--- config.mk ---
export PLATFORM = sky130hd
export DESIGN_NAME = act_fetcher
export DESIGN_NICKNAME = d
export VERILOG_FILES = /design/src/act_pkg.sv /design/src/act_fetcher.sv
export VERILOG_INCLUDE_DIRS = /design/src
export SDC_FILE = /design/constraint.sdc
export NUM_CORES = 1
export LEC_CHECK = 0
export BUFFER_PORTS_ARGS = -buffer_cell sky130_fd_sc_hd__buf_2
export CORE_AREA = 2 2 212 214
export DETAILED_ROUTE_END_ITERATION = 6
export DIE_AREA = 0 0 214 216
export HOLD_SLACK_MARGIN = 0.12
export PLACE_DENSITY = 0.33
export SKIP_LAST_GASP = 1
export SLEW_MARGIN = 30
export SYNTH_ARGS = -nofsm -noshare
export SYNTH_HDL_FRONTEND = slang
export SYNTH_SLANG_ARGS = --single-unit
--- constraint.sdc ---
create_clock -name clk -period 3.6 [get_ports clk]
set_input_delay 0 -clock clk [delete_from_list [all_inputs] [get_ports clk]]
set_output_delay 0 -clock clk [all_outputs]
set_load 0.005 [all_outputs]
--- src/act_defs.svh ---
`ifndef ACT_DEFS_SVH
`define ACT_DEFS_SVH

// Row address width kept small for simulation
`define ACT_ADDR_WIDTH 10

// SRAM bank organisation
`define ACT_NUM_BANKS 32
`define ACT_BANK_WIDTH 8

// Port widths
`define ACT_NARROW_WIDTH 32
`define ACT_WIDE_WIDTH 256

// Banks covered by a narrow access from bank 0 up
`define ACT_NARROW_BANKS 4

`endif

--- src/act_pkg.sv ---
`include "act_defs.svh"

package act_pkg;

    // Row address into the banked SRAM
    typedef logic [`ACT_ADDR_WIDTH-1:0] row_addr_t;

    // Host word of four activation bytes
    typedef logic [`ACT_NARROW_WIDTH-1:0] narrow_word_t;

    // Full row with bank k in bits 8k+7:8k
    typedef logic [`ACT_WIDE_WIDTH-1:0] wide_row_t;

    // One bit per bank
    typedef logic [`ACT_NUM_BANKS-1:0] bank_mask_t;

    // Burst length one bit wider than an address
    typedef logic [`ACT_ADDR_WIDTH:0] row_count_t;

endpackage

--- src/act_fetcher.sv ---
module act_fetcher (
    input  logic                clk,
    input  logic                nrst,

    // Burst request
    input  logic                fetch_start_i,
    input  act_pkg::row_addr_t  fetch_base_i,
    input  act_pkg::row_count_t fetch_count_i,
    output logic                fetch_busy_o,

    // Wide read into the buffer
    output logic                rd_en_o,
    output act_pkg::row_addr_t  rd_addr_o,
    input  logic                rd_ready_i,
    input  act_pkg::wide_row_t  rd_data_i,

    // Vector stream to the array
    output logic                vec_valid_o,
    output act_pkg::wide_row_t  vec_data_o
);

    act_pkg::row_addr_t  addr_q;
    act_pkg::row_count_t remain_q;  // Rows not yet granted
    logic                busy_q;
    logic                vec_valid_q;
    logic                grant;

    assign rd_en_o   = (remain_q != '0);
    assign rd_addr_o = addr_q;
    assign grant     = rd_en_o & rd_ready_i;

    always_ff @(posedge clk or negedge nrst) begin
        if (!nrst) begin
            addr_q   <= '0;
            remain_q <= '0;
        end else if (fetch_start_i) begin
            addr_q   <= fetch_base_i;
            remain_q <= fetch_count_i;
        end else if (grant) begin
            addr_q   <= addr_q + 1'b1;   // Next row issued back to back
            remain_q <= remain_q - 1'b1;
        end
    end

    always_ff @(posedge clk or negedge nrst) begin
        if (!nrst) begin
            vec_valid_q <= 1'b0;
        end else begin
            vec_valid_q <= grant;        // Row data arrives one cycle later
        end
    end

    // Busy until the cycle of the last vector has passed
    always_ff @(posedge clk or negedge nrst) begin
        if (!nrst) begin
            busy_q <= 1'b0;
        end else if (fetch_start_i) begin
            busy_q <= 1'b1;
        end else if (busy_q && remain_q == '0) begin
            busy_q <= 1'b0;
        end
    end

    assign fetch_busy_o = busy_q;
    assign vec_valid_o  = vec_valid_q;
    assign vec_data_o   = rd_data_i;

endmodule

==> results of run 1 <==
-- kinds of logic after synthesis --
group | after synthesis | synth area share, %
xor gates and xnor gates | 16 | 4.294
DFF | 23 | 17.64
and+or+nand+nor | 43 | 7.477
AOI/OAI and AO/OA | 34 | 6.365
muxes | 9 | 3.106
buffers and inverters | 265 | 59.97
adders and majority gates | 3 | 1.150
-- Yosys cell counts, drive strengths merged (2+ instances only) --
cell type	count
buf	257
dfrtp	23
nand2	19
o21ai	14
xnor2	11
a21oi	10
mux2	9
clkbuf	6
a211oi	5
nand3	5
xor2	5
nor2	4
ha	3
nand4	3
a21o	2
and3	2
inv	2
nor4b	2
or2	2
-- metrics by stage --
step,instance area (sq um),setup WS (ns),utilization (%),hold slack (ns)
after floorplan,3263,1.631,-,-0.2956
after global placement,2240,1.091,5.109,0.00003458
after detailed placement,2240,1.086,5.109,0.00003458
==> metrics.cfg, run 1 <==
[placement]
place.gp.congestion=0.6432
portBuffers=37
dp_cells=759
hpwl_um=8482

[die]
initial_utilization_pct=7.444
num_rows=77
die_w_um=214
fp.dieH_um=216
io_pins=550

[logic_synthesis]
synth_area_per_cell_sq_um=8.303
synth-edff-count=0
syn_area_sq_um=3263
ys_warn_count=0
netlist_instances=393
synth_fp_nets=677
ys_types=32
synth_async_sr_flop_share_pct=100.0
ys_seq_area_share_pct=17.64
ys.flop_type=dfrtp_1
yosys-top-cells-area=buf_4 (59%), dfrtp_1 (18%), xnor2_1 (3.0%)
synth_top_area_share_pct=58.90
ys_ff_latch=23
netlist.top_cell.by_area=buf_4

[cts]
cts_sinks=23
cts_resized=0
cts_setup_buffers=0
holdBufCountCts=153
cts-root-buf=clkbuf_16
htree_levels=1
numCtsBuffers=3
max-clock-path-buffers=2

[outcome]
status=aborted with a tool error
error_line=[ERROR RSZ-0060] Max buffer count reached.
lastStage=4_1_cts

==> inputs of run 2 (changes only) <==
--- a/config.mk
+++ b/config.mk
@@ -10,8 +10,7 @@
 export CORE_AREA = 2 2 212 214
 export DETAILED_ROUTE_END_ITERATION = 6
 export DIE_AREA = 0 0 214 216
-export HOLD_SLACK_MARGIN = 0.12
-export PLACE_DENSITY = 0.33
+export PLACE_DENSITY_LB_ADDON = 0.15
 export SKIP_LAST_GASP = 1
 export SLEW_MARGIN = 30
 export SYNTH_ARGS = -nofsm -noshare
==> run 2 against run 1 <==
  * The flow now finishes, with violations (hold timing)
  * Synthesized cell count did not move
  * Area after synthesis did not move
==> metrics.cfg, run 2 <==
[detailed_routing]
wl_per_cell_um=13.41
drt_iter0_markers=60
via_count=1589
drc=0
vias_per_cell=2.042
postRouteAntennaNets=0
firstDrtPassIters=4
wl_um=10440

[worst_setup_path]
required_ns=3.75
start_kind=register
cp_max_fo=10
setup.worst_path.class=register to register
endpoint_kind=register
cp_data_arrival_time_ns=2.42

[cts]
cts_setup_buffers=0  ; unchanged
clkLatencyLatePin_ns=0.26
numCtsBuffers=3  ; unchanged
cts_resized=0  ; unchanged
cts-root-buf=clkbuf_16
htree_levels=1  ; unchanged
cts_sinks=23  ; unchanged
tritoncts=built
max-clock-path-buffers=2  ; unchanged
clk_pin_slew_ns=0.07

[logic_synthesis]
ys_ff_latch=23  ; unchanged
ys.flop_type=dfrtp_1
synth_area_per_cell_sq_um=8.303  ; unchanged
netlist.top_cell.by_area=buf_4
syn_area_sq_um=3263  ; unchanged
synth_common_cells=buf_4 (256), dfrtp_1 (23), nand2_1 (19)
ys_types=32  ; unchanged
synth.most_common_cell=buf_4
yosys-top-cells-area=buf_4 (59%), dfrtp_1 (18%), xnor2_1 (3.0%)
netlist_instances=393  ; unchanged
ys_seq_area_share_pct=17.64  ; unchanged
synth-edff-count=0  ; unchanged
synth_top_area_share_pct=58.90  ; unchanged
synth_fp_nets=677  ; unchanged
synth_async_sr_flop_share_pct=100.0  ; unchanged
ys_warn_count=0  ; unchanged

[timing]
period_share_pct=63.20
fin_setup_tns_ns=0
fmax_mhz=439.5
grt_setup_unrepaired=false
skew_ns=0.003363
maxSlewHeadroom_pct=53.56
worst_pin_slew_ns=0.6965
period_minus_slack_ns=2.275
finalSetupViolCount=0
finalHoldViolations=2
hold_ws_ns=-0.004696
maxSlewViolCount=0
fin_ws_ns=1.325

[layout]
n_antenna_cell=0
final_common_cell=buf_2
final_nets=471
largest_reg_flops=11
instances_no_fill=778
drive_above_1_share_pct=29.03
area_delta_synth_final_pct=-24.50
regMostFlops=remain_q
final_cell_mix=buf_2 (37), dfrtp_1 (23), nand2_1 (19)

[global_routing]
grt.met3_usage_pct=2.734
gr-total-overflow=0
grt_pass1_vias=1800
grt_max_degree=37
grt_usage_pct=4.234
grt.busiest_layer=met2
grt_first_pass_wirelength_um=13800
groute.layer.met2.usage_pct=7.208
grt_antenna_before_repair=1
use_met1_pct=3.174

[die]
die_w_um=214  ; unchanged
num_rows=77  ; unchanged
fp.dieH_um=216  ; unchanged
io_pins=550  ; unchanged
die_area_sq_um=46220
initial_utilization_pct=7.444  ; unchanged
coreArea_sq_um=43840

[placement]
dp_cells=761  ; +0.26%
hpwl_um=8520  ; +0.45%
detailedPlace.worstSlack_ns=1.327  ; +0.2412 ns
portBuffers=37  ; unchanged
place.gp.congestion=0.6561  ; +2.0%

[outcome]
violations=hold timing
status=finished with violations

[min_path]
hold_path_class=primary input to register

[pwr]
ir_drop_mv=0.1236
leakage_nw=0.7758
powerDensity_nw_per_um2=297.1

[run]
cap_violations=0

run 2: cell counts after synthesis:
No cell type changed its count.
run 2: layout make-up:
type,instances,area (sq um)
Multi-Input combinational cell,105,730.7
Inverter,2,7.507
Sequential cell,23,575.6
Clock buffer,4,78.83
Tap cell,592,740.7
Fill cell,5186,41370
Timing Repair Buffer,52,330.3
run 2: path summary, 6_finish.rpt:
kind | cells after the start | slack [ns] | start | to
worst max-delay path | 6 | 1.32 | remain_q[2] | remain_q[9]
worst min-delay path | 2 | -0.005 | fetch_base_i[9] | rd_addr_o[9]
worst max register to register | 6 | 1.32 | remain_q[2] | remain_q[9]
worst min register to register | 1 | 0.48 | fetch_busy_o | fetch_busy_o
max in group asynchronous | 2 | 2.90 | nrst | remain_q[6]
min in group asynchronous | 2 | 0.28 | nrst | rd_addr_o[0]
run 2: metrics by stage:
step	cell area [sq um]	hold slack [ns]	power [mW]	util, %
final	2464	-0.004696	0.7319	5.620
after global placement	2255	0.00003458	0.4807	5.143
after detailed placement	2255	0.00003458	0.4797	5.143
after CTS	2464	0.00003458	0.7607	5.620
after global routing	2464	0.000006972	0.7861	5.620
after floorplan	3263	-0.2956	0.6349	-
run 2: kinds of logic (layout without fill, tap and decap cells):
logic type	count (synthesis)	in the layout	synth area share (%)
and+or+nand+nor	43	43	7.477
AOI/OAI and AO/OA	34	34	6.365
buffers and inverters	265	58	59.97
xor gates and xnor gates	16	16	4.294
muxes	9	9	3.106
adders and majority gates	3	3	1.150
DFF	23	23	17.64
run 2: power breakdown:
part	switching [mW]	leakage [nW]	internal (mW)
Clock	0.102	0.0382	0.152
Combinational	0.0795	0.466	0.0780
Sequential	0.0348	0.272	0.286
run 2: timing repair:
action,in CTS,in global routing
endpoints found under the setup margin,0,0
hold buffers,13,0
hold endpoints to repair,35,0
run 2: per-layer routing:
metal | vias up | share of wire, %
li1 | 580 | -
met1 | 672 | 28
met2 | 221 | 48
met3 | 114 | 15
met4 | 2 | 8.9
met5 | - | 0.11
run 2: critical path, cell delays in order (launching register included):
cell and delay [ns]:
dfrtp_1 0.42, or2_1 0.29, nor4b_4 0.61, buf_4 0.28, nor2_1 0.05, mux2_2 0.25
mux2_2 0.25
Power figures use the tool's default switching activity.
