<file path="config.mk">
export PLATFORM = sky130hd
export DESIGN_NAME = act_loader
export DESIGN_NICKNAME = d
export VERILOG_FILES = /design/src/act_pkg.sv /design/src/act_loader.sv
export VERILOG_INCLUDE_DIRS = /design/src
export SDC_FILE = /design/constraint.sdc
export NUM_CORES = 1
export LEC_CHECK = 0
export BUFFER_PORTS_ARGS = -buffer_cell sky130_fd_sc_hd__buf_2
export CAP_MARGIN = 40
export CELL_PAD_IN_SITES_DETAIL_PLACEMENT = 0
export CELL_PAD_IN_SITES_GLOBAL_PLACEMENT = 1
export CORE_ASPECT_RATIO = 0.7
export CORE_MARGIN = 5
export CORE_UTILIZATION = 37
export CTS_CLUSTER_DIAMETER = 100
export DETAILED_ROUTE_END_ITERATION = 7
export GPL_TIMING_DRIVEN = 0
export PLACE_DENSITY = 0.87
export SLEW_MARGIN = 5
export SYNTH_ARGS = -nofsm -noshare
export SYNTH_HDL_FRONTEND = slang
export SYNTH_SLANG_ARGS = --single-unit
</file>
<file path="constraint.sdc">
create_clock -name clk -period 2.8 [get_ports clk]
set_clock_uncertainty 0.05 [all_clocks]
set_input_delay 0.14 -clock clk [delete_from_list [all_inputs] [get_ports clk]]
set_output_delay 0.14 -clock clk [all_outputs]
set_load 0.01 [all_outputs]
</file>
<file path="src/act_defs.svh">
`ifndef ACT_DEFS_SVH
`define ACT_DEFS_SVH

// Row address width kept small for simulation
`define ACT_ADDR_WIDTH 10

// SRAM bank organisation
`define ACT_NUM_BANKS 32
`define ACT_BANK_WIDTH 8

// Port widths
`define ACT_NARROW_WIDTH 32
`define ACT_WIDE_WIDTH 256

// Banks covered by a narrow access from bank 0 up
`define ACT_NARROW_BANKS 4

`endif

</file>
<file path="src/act_pkg.sv">
`include "act_defs.svh"

package act_pkg;

    // Row address into the banked SRAM
    typedef logic [`ACT_ADDR_WIDTH-1:0] row_addr_t;

    // Host word of four activation bytes
    typedef logic [`ACT_NARROW_WIDTH-1:0] narrow_word_t;

    // Full row with bank k in bits 8k+7:8k
    typedef logic [`ACT_WIDE_WIDTH-1:0] wide_row_t;

    // One bit per bank
    typedef logic [`ACT_NUM_BANKS-1:0] bank_mask_t;

    // Burst length one bit wider than an address
    typedef logic [`ACT_ADDR_WIDTH:0] row_count_t;

endpackage

</file>
<file path="src/act_loader.sv">
module act_loader (
    input  logic                  clk,
    input  logic                  nrst,

    // Host side
    input  logic                  load_start_i,
    input  act_pkg::row_addr_t    load_base_i,
    input  logic                  load_valid_i,
    input  act_pkg::narrow_word_t load_data_i,
    output logic                  load_busy_o,

    // Narrow write into the buffer
    output logic                  wr_en_o,
    output act_pkg::row_addr_t    wr_addr_o,
    output act_pkg::narrow_word_t wr_data_o,
    input  logic                  wr_ready_i
);

    act_pkg::row_addr_t    addr_q;
    act_pkg::narrow_word_t hold_q;
    logic                  pend_q;   // Word waiting for its write
    logic                  wr_done;

    assign wr_done = pend_q & wr_ready_i;

    always_ff @(posedge clk or negedge nrst) begin
        if (!nrst) begin
            addr_q <= '0;
        end else if (load_start_i) begin
            addr_q <= load_base_i;   // New block restarts at base
        end else if (wr_done) begin
            addr_q <= addr_q + 1'b1;
        end
    end

    always_ff @(posedge clk or negedge nrst) begin
        if (!nrst) begin
            hold_q <= '0;
            pend_q <= 1'b0;
        end else if (load_valid_i) begin
            hold_q <= load_data_i;
            pend_q <= 1'b1;
        end else if (wr_done) begin
            pend_q <= 1'b0;
        end
    end

    // Write is held steady until the buffer takes it
    assign wr_en_o     = pend_q;
    assign wr_addr_o   = addr_q;
    assign wr_data_o   = hold_q;
    assign load_busy_o = pend_q;

endmodule

</file>
==> insert_results.sql, run 1 <==
INSERT INTO impl_metrics (metric_group, metric, value, unit) VALUES
('power', 'net_switching_fraction_of_the_power', '0.241', ''),
('timing', 'fin_tns_setup', '0', 'ns'),
('status', 'outcome', 'finished, final reports clean', ''),
('cells_and_area', 'design.final.nets', '283', ''),
('global_routing', 'grt_overflow', '0', ''),
('timing', 'slew_violations', '0', ''),
('timing', 'finalHoldViolCount', '0', ''),
('routing', 'final_antenna_net_count', '0', ''),
('critical_path', 'endpoint_kind', 'register', ''),
('critical_path', 'timing.critical_path.arrival', '1.73', 'ns'),
('placement', 'preCtsSetupSlack', '1.25', 'ns'),
('floorplanning', 'y_dimension_of_the_die', '68.4', 'um'),
('floorplanning', 'initial_core_util', '0.379', ''),
('routing', 'drtIter0Drc', '49', ''),
('routing', 'highest-signal-layer', 'met4', ''),
('synth', 'synth_edf_count', '0', ''),
('timing', 'min_period', '1.57', 'ns'),
('clock_network', 'cts_buffers', '5', ''),
('synth', 'synth-async-reset-ratio', '1.00', ''),
('critical_path', 'reg2reg_to', 'wr_addr_o[7]', ''),
('global_routing', 'grt_pass1_wl', '6780', 'um'),
('critical_path', 'reg2reg_depth', '3', ''),
('clock_network', 'cts_buffer_depth', '2', ''),
('power', 'power', '1.55', 'mW'),
('clock_network', 'clkTransAtPathRegs', '0.08', 'ns'),
('cells_and_area', 'area_growth_syn_to_layout', '39.3', '%'),
('power', 'share_seq_of_total_power', '0.469', ''),
('timing', 'unrepaired_setup_endpoints_after_global_routing', 'no', ''),
('clock_network', 'clockRootBuffer', 'clkbuf_8', ''),
('synth', 'synthesis.area', '1800', 'um^2'),
('critical_path', 'r2r_start', 'load_busy_o', ''),
('timing', 'fin_crit_sh', '0.561', ''),
('clock_network', 'clock-sinks', '43', ''),
('global_routing', 'grtUsageTotal', '0.136', ''),
('synth', 'synth_seq_cells', '43', ''),
('cells_and_area', 'finalNonFillerCells', '305', ''),
('critical_path', 'timing.critical_path.fanout_max', '8', ''),
('global_routing', 'first_global_vias', '1396', ''),
('cells_and_area', 'num_antenna_cells', '0', ''),
('power', 'power_density', '616', 'nW/um^2'),
('timing', 'worst_slew_pin_slew', '0.396', 'ns'),
('floorplanning', 'die-area', '6390', 'um^2'),
('synth', 'synth.top_cells.by_count', 'dfrtp_1, mux2_2, nand2_1', ''),
('routing', 'drtPass1Iterations', '4', ''),
('floorplanning', 'floorplan.io_pins', '91', ''),
('routing', 'drt_via_density', '4.70', ''),
('clock_network', 'htree_levels', '2', ''),
('routing', 'detailroute.via_count', '1434', ''),
('power', 'max-vdd-ir-drop', '0.282', 'mV'),
('timing', 'max_slew_margin', '0.736', ''),
('synth', 'yosysSeqAreaShare', '0.597', ''),
('power', 'p_sw', '374', 'uW'),
('synth', 'average_cell_area_after_synthesis', '13.3', 'um^2'),
('power', 'power.clock.fraction', '0.362', ''),
('placement', 'hpwlAfterDp', '3310', 'um'),
('min_path', 'min_path_cells', '3', ''),
('clock_network', 'tritoncts', 'done', ''),
('min_path', 'worst_hold_path.endpoint', 'wr_addr_o[6]', ''),
('synth', 'synth_flop_cell', 'dfrtp_1', ''),
('routing', 'wl_met1', '1900', 'um'),
('routing', 'totalWireLength', '4290', 'um'),
('global_routing', 'grt_start_max_net_pins', '36', ''),
('synth', 'synth_area_leaders', 'dfrtp_1, mux2_2, or4_1', ''),
('synth', 'yosysMostFrequentCell', 'dfrtp_1', ''),
('timing', 'timing.final.setup_violations', '0', ''),
('power', 'combPwrFrac', '0.169', ''),
('synth', 'ys_types', '26', ''),
('power', 'power_leakage', '1.21', 'nW'),
('timing', 'timing.final.ws_setup', '1.23', 'ns'),
('clock_network', 'cts-hold-fix-buffers', '3', ''),
('timing', 'max_freq', '637', 'MHz');
==> kinds of logic (layout without fill, tap and decap cells) <==
kind of cell / Yosys count / after routing / share of synthesized area
AO/OA/AOI/OAI: 14 / 14 / 0.0520
XOR/XNOR: 2 / 2 / 0.00972
adder cells (fa/ha/maj): 1 / 1 / 0.00694
buffers and inverters: 11 / 111 / 0.0312
flip-flops: 43 / 43 / 0.597
multiplexers: 33 / 33 / 0.205
AND/OR/NAND/NOR: 32 / 32 / 0.0979
==> through the flow <==
step / hold WS (ns) / utilization / cell area, um^2
finish: 0.0145 / 0.528 / 2510
global route: 0.00738 / 0.528 / 2510
CTS: 0.00389 / 0.528 / 2510
detailed placement: -0.0422 / 0.494 / 2350
global placement: 0.294 / 0.490 / 2330
floorplan: -0.206 / - / 1800
==> per-layer routing <==
layer	global-route usage	up-vias
li1	-	687
met1	0.187	702
met2	0.214	43
met3	0.0330	2
met4	0.0439	0
met5	0	-
==> sequential cells by signal (all words and copies together), names as in the netlist <==
name	count
load_busy_o	1
wr_addr_o	10
wr_data_o	32
==> critical path, stage by stage, from the launching register on <==
cell and delay, ns:
dfrtp_1 0.43, nand4_1 0.34, or4_1 0.50, a31oi_1 0.18
==> cells in the final DEF, fill, tap and decap left out <==
cell type      instances
or3b_1                 1
xor2_1                 1
dlygate4sd3_1          3
clkbuf_8               5
buf_6                  1
nand4_1                1
a221oi_1               1
buf_4                  1
buf_2                 91
or4_1                  7
dfrtp_1               43
o31ai_1                2
nand2_1               10
nand3_1                7
buf_12                 1
o21ai_0                4
a21o_1                 1
mux2i_1                1
nand4_2                1
ha_1                   1
nor2_1                 3
clkbuf_1               3
inv_1                  4
xnor2_1                1
and2_1                 1
nor2b_1                1
a31oi_1                2
o211ai_1               4
bufinv_16              2
mux2_2                32
==> area by class of cell <==
class	count	area, um^2
fillers	442	2240
plain buffers	7	41.3
multi-input cells	82	671
repair buffers	92	490
well taps	69	86.3
flip-flops and latches	43	1080
clock inverters	2	60.1
clock buffers	6	72.6
inverters	4	15.0
==> power groups by stage <==
stage               logic (mW)  registers (mW)  clock network [mW]
global placement         0.255           0.735                   0
floorplan               0.0979           0.766                   0
detailed placement       0.263           0.738                   0
finish                   0.261           0.726               0.560
CTS                      0.267           0.727               0.579
global route             0.288           0.737               0.603
==> worst max-delay path by stage <==
| stage | from | to | slack, ns | cells after the start |
|---|---|---|---|---|
| 2_1_floorplan | wr_addr_o[0] | wr_addr_o[8] | 1.37 | 4 |
| 3_3_place_gp | load_busy_o | wr_addr_o[7] | 1.24 | 3 |
| 3_5_place_dp | wr_addr_o[0] | wr_addr_o[8] | 1.25 | 4 |
| 4_1_cts | load_busy_o | wr_addr_o[7] | 1.22 | 3 |
| 5_1_grt | load_busy_o | wr_addr_o[7] | 1.11 | 3 |
| 6_report | load_busy_o | wr_addr_o[7] | 1.23 | 3 |
Power figures use the tool's default switching activity.
==> run 2: changes to the inputs <==
- ABC_AREA: unset -> 1
- CORE_UTILIZATION: 37 -> 32
- PLACE_DENSITY: 0.87 -> 0.81
- clock period: 2.8 -> 1.5 ns (I/O delays scaled with it)
==> insert_results.sql, run 2 <==
INSERT INTO impl_metrics (metric_group, metric, value, unit) VALUES
('status', 'outcome', 'finished, final reports clean', ''),
('timing', 'unrepaired_setup_endpoints_after_global_routing', 'no', ''),
('routing', 'detailroute.via_count', '1869', ''),
('synth', 'yosysMostFrequentCell', 'nand2_1', ''),
('cells_and_area', 'final_core_utilization', '0.511', ''),
('clock_network', 'cts_buffers', '5', ''),
('synth', 'yosysSeqAreaShare', '0.570', ''),
('power', 'power_leakage', '1.63', 'nW'),
('global_routing', 'first_global_vias', '1907', ''),
('power', 'power', '2.68', 'mW'),
('clock_network', 'tritoncts', 'done', ''),
('routing', 'final_antenna_net_count', '0', ''),
('routing', 'drtPass1Iterations', '4', ''),
('critical_path', 'endpoint_kind', 'register', ''),
('timing', 'min_period', '1.33', 'ns'),
('synth', 'yosys_warnings', '0', ''),
('global_routing', 'antenna_found_initial', '0', ''),
('critical_path', 'timing.critical_path.arrival', '1.47', 'ns'),
('floorplanning', 'y_dimension_of_the_die', '74.3', 'um'),
('clock_network', 'clockRootBuffer', 'clkbuf_8', ''),
('clock_network', 'cts_buffer_depth', '2', ''),
('power', 'max-vdd-ir-drop', '0.409', 'mV'),
('synth', 'average_cell_area_after_synthesis', '8.17', 'um^2'),
('synth', 'synthesis.area', '1890', 'um^2'),
('synth', 'synth_top_cell_by_area', 'dfrtp_1', ''),
('placement', 'placed_cells', '396', ''),
('synth', 'synth_edf_count', '0', ''),
('placement', 'numPortBuffers', '89', ''),
('synth', 'synth_seq_cells', '43', ''),
('timing', 'worst_slew_pin_slew', '0.434', 'ns'),
('cells_and_area', 'largest_register_ffs', '32', ''),
('global_routing', 'grt_start_max_net_pins', '35', ''),
('critical_path', 'critical_path_required', '1.64', 'ns'),
('flow_run', 'cap_viol_max_count', '0', ''),
('clock_network', 'clock-sinks', '43', ''),
('cells_and_area', 'num_antenna_cells', '0', ''),
('placement', 'gp_congestion', '0.780', ''),
('floorplanning', 'core-area', '5730', 'um^2'),
('global_routing', 'grt_use_met2', '0.228', ''),
('critical_path', 'worstSetupStartpointType', 'register', ''),
('timing', 'timing.final.ws_setup', '0.172', 'ns'),
('critical_path', 'critical_path_class', 'reg -> reg', ''),
('timing', 'finalHoldViolCount', '0', ''),
('routing', 'drtIter0Drc', '65', ''),
('power', 'power_density', '917', 'nW/um^2'),
('floorplanning', 'die_w', '102', 'um'),
('cells_and_area', 'most_frequent_standard_cell_in_the_layout_excluding_fill_and_tap_cells', 'nand2_1', ''),
('cells_and_area', 'nFillCells', '566', ''),
('placement', 'preCtsSetupSlack', '0.176', 'ns'),
('global_routing', 'global_route.usage.met3', '0.0497', ''),
('synth', 'synth_cells', '231', ''),
('synth', 'synth.top_cells.by_count', 'nand2_1, dfrtp_1, inv_1', ''),
('synth', 'ys_types', '20', ''),
('routing', 'totalWireLength', '5250', 'um'),
('global_routing', 'grt_overflow', '0', ''),
('synth', 'synthesis.nets', '279', ''),
('clock_network', 'cts_setup_buffers', '0', ''),
('min_path', 'timing.hold.worst.class', 'in -> reg', ''),
('cells_and_area', 'layout_common_cells', 'nand2_1, buf_2, dfrtp_1, dlygate4sd3_1, inv_1', ''),
('placement', 'hpwlAfterDp', '3600', 'um'),
('clock_network', 'clkTransAtPathRegs', '0.08', 'ns'),
('global_routing', 'grtUsageTotal', '0.144', ''),
('global_routing', 'gr-max-usage-layer', 'met2', ''),
('timing', 'max_slew_margin', '0.710', ''),
('cells_and_area', 'fraction_of_layout_cells_with_a_size_suffix_above_1', '0.302', ''),
('timing', 'timing.final.setup_violations', '0', ''),
('synth', 'share_of_yosys_cell_area_claimed_by_the_top_area_cell_type', '0.570', ''),
('timing', 'fin_tns_setup', '0', 'ns'),
('timing', 'max_freq', '753', 'MHz'),
('floorplanning', 'die-area', '7560', 'um^2'),
('cells_and_area', 'design.final.nets', '415', ''),
('clock_network', 'htree_levels', '2', ''),
('floorplanning', 'initial_core_util', '0.330', ''),
('global_routing', 'grt_pass1_wl', '8590', 'um'),
('timing', 'fin_crit_sh', '0.885', ''),
('global_routing', 'gr-usage-met1', '0.188', ''),
('synth', 'synth_area_leaders', 'dfrtp_1, nand2_1, nand3_1', ''),
('clock_network', 'clk_latency', '0.29', 'ns'),
('routing', 'drc', '0', ''),
('routing', 'route.detailed.wl_per_inst', '11.9', 'um'),
('routing', 'drt_via_density', '4.23', ''),
('cells_and_area', 'area_growth_syn_to_layout', '54.9', '%'),
('clock_network', 'post_cts_resize_count', '0', ''),
('cells_and_area', 'finalNonFillerCells', '442', ''),
('synth', 'synth_flop_cell', 'dfrtp_1', ''),
('floorplanning', 'floorplan.io_pins', '91', ''),
('critical_path', 'timing.critical_path.fanout_max', '5', ''),
('timing', 'slew_violations', '0', ''),
('floorplanning', 'rows', '23', ''),
('synth', 'synth-async-reset-ratio', '1.00', '');
-- run 2: cell count changes in the layout (fill, tap and decap cells not counted), sizes merged, moves of 5 or more --
| cell | before | now |
|---|---|---|
| or4 | 7 | 0 |
| nand3 | 7 | 12 |
| dlygate4sd3 | 3 | 39 |
| nand2 | 10 | 133 |
| mux2 | 32 | 0 |
| inv | 4 | 14 |
-- run 2: path summary, 6_finish.rpt --
| path | start | to | slack [ns] | cells after the start |
|---|---|---|---|---|
| worst max-delay path | wr_addr_o[0] | wr_addr_o[8] | 0.17 | 6 |
| worst min-delay path | load_valid_i | wr_data_o[29] | 0.009 | 3 |
| worst max register to register | wr_addr_o[0] | wr_addr_o[8] | 0.17 | 6 |
| worst min register to register | wr_data_o[27] | wr_data_o[27] | 0.42 | 2 |
| max in group asynchronous | nrst | wr_data_o[4] | 0.79 | 3 |
| min in group asynchronous | nrst | wr_data_o[13] | 0.14 | 2 |
-- run 2: area by class of cell --
type	instances	area, um^2	share of cell area
flip-flops and latches	43	1080	0.368
repair buffers	129	856	0.293
multi-input cells	165	714	0.244
well taps	75	93.8	0.0321
clock buffers	6	82.6	0.0282
inverters	14	52.6	0.0180
plain buffers	9	45.0	0.0154
clock inverters	1	5.00	0.00171
-- run 2: logic make-up after synthesis --
kind of cell,count (synthesis),synth area share
adders and majority gates,1,0.00663
and+or+nand+nor,151,0.324
AOI/OAI and AO/OA,10,0.0338
xor gates and xnor gates,3,0.0139
DFF,43,0.570
buffers and inverters,23,0.0517
-- run 2: power by group --
group / internal, mW / switching, mW / total, mW
logic: 0.281 / 0.295 / 0.576
clock network: 0.362 / 0.387 / 0.749
registers: 1.27 / 0.0882 / 1.36
-- run 2: worst max-delay path: stages (launching register included) --
cell     delay [ns]
dfrtp_1        0.44
ha_1           0.23
nand3_2        0.11
nor2_2         0.17
nand3_1        0.10
nand3_1        0.09
nand2_1        0.05
-- run 2: timing repair --
| item | in CTS | in global routing |
|---|---|---|
| hold buffers | 39 | 0 |
| endpoints found under the hold margin | 81 | 0 |
| setup endpoints to repair | 0 | 0 |
-- run 2: stage by stage --
stage	hold WS, ns	cell area, um^2
2_1_floorplan	-0.271	1890
3_3_place_gp	0.225	2430
3_5_place_dp	-0.0946	2450
4_1_cts	0.00190	2930
5_1_grt	0.0172	2930
6_report	0.00922	2930
-- run 2: per-layer routing --
layer | routed length, um | share of wire
met1 | 2520 | 0.48
met2 | 2230 | 0.42
met3 | 458 | 0.087
met4 | 50 | 0.0095
met5 | 0 | 0
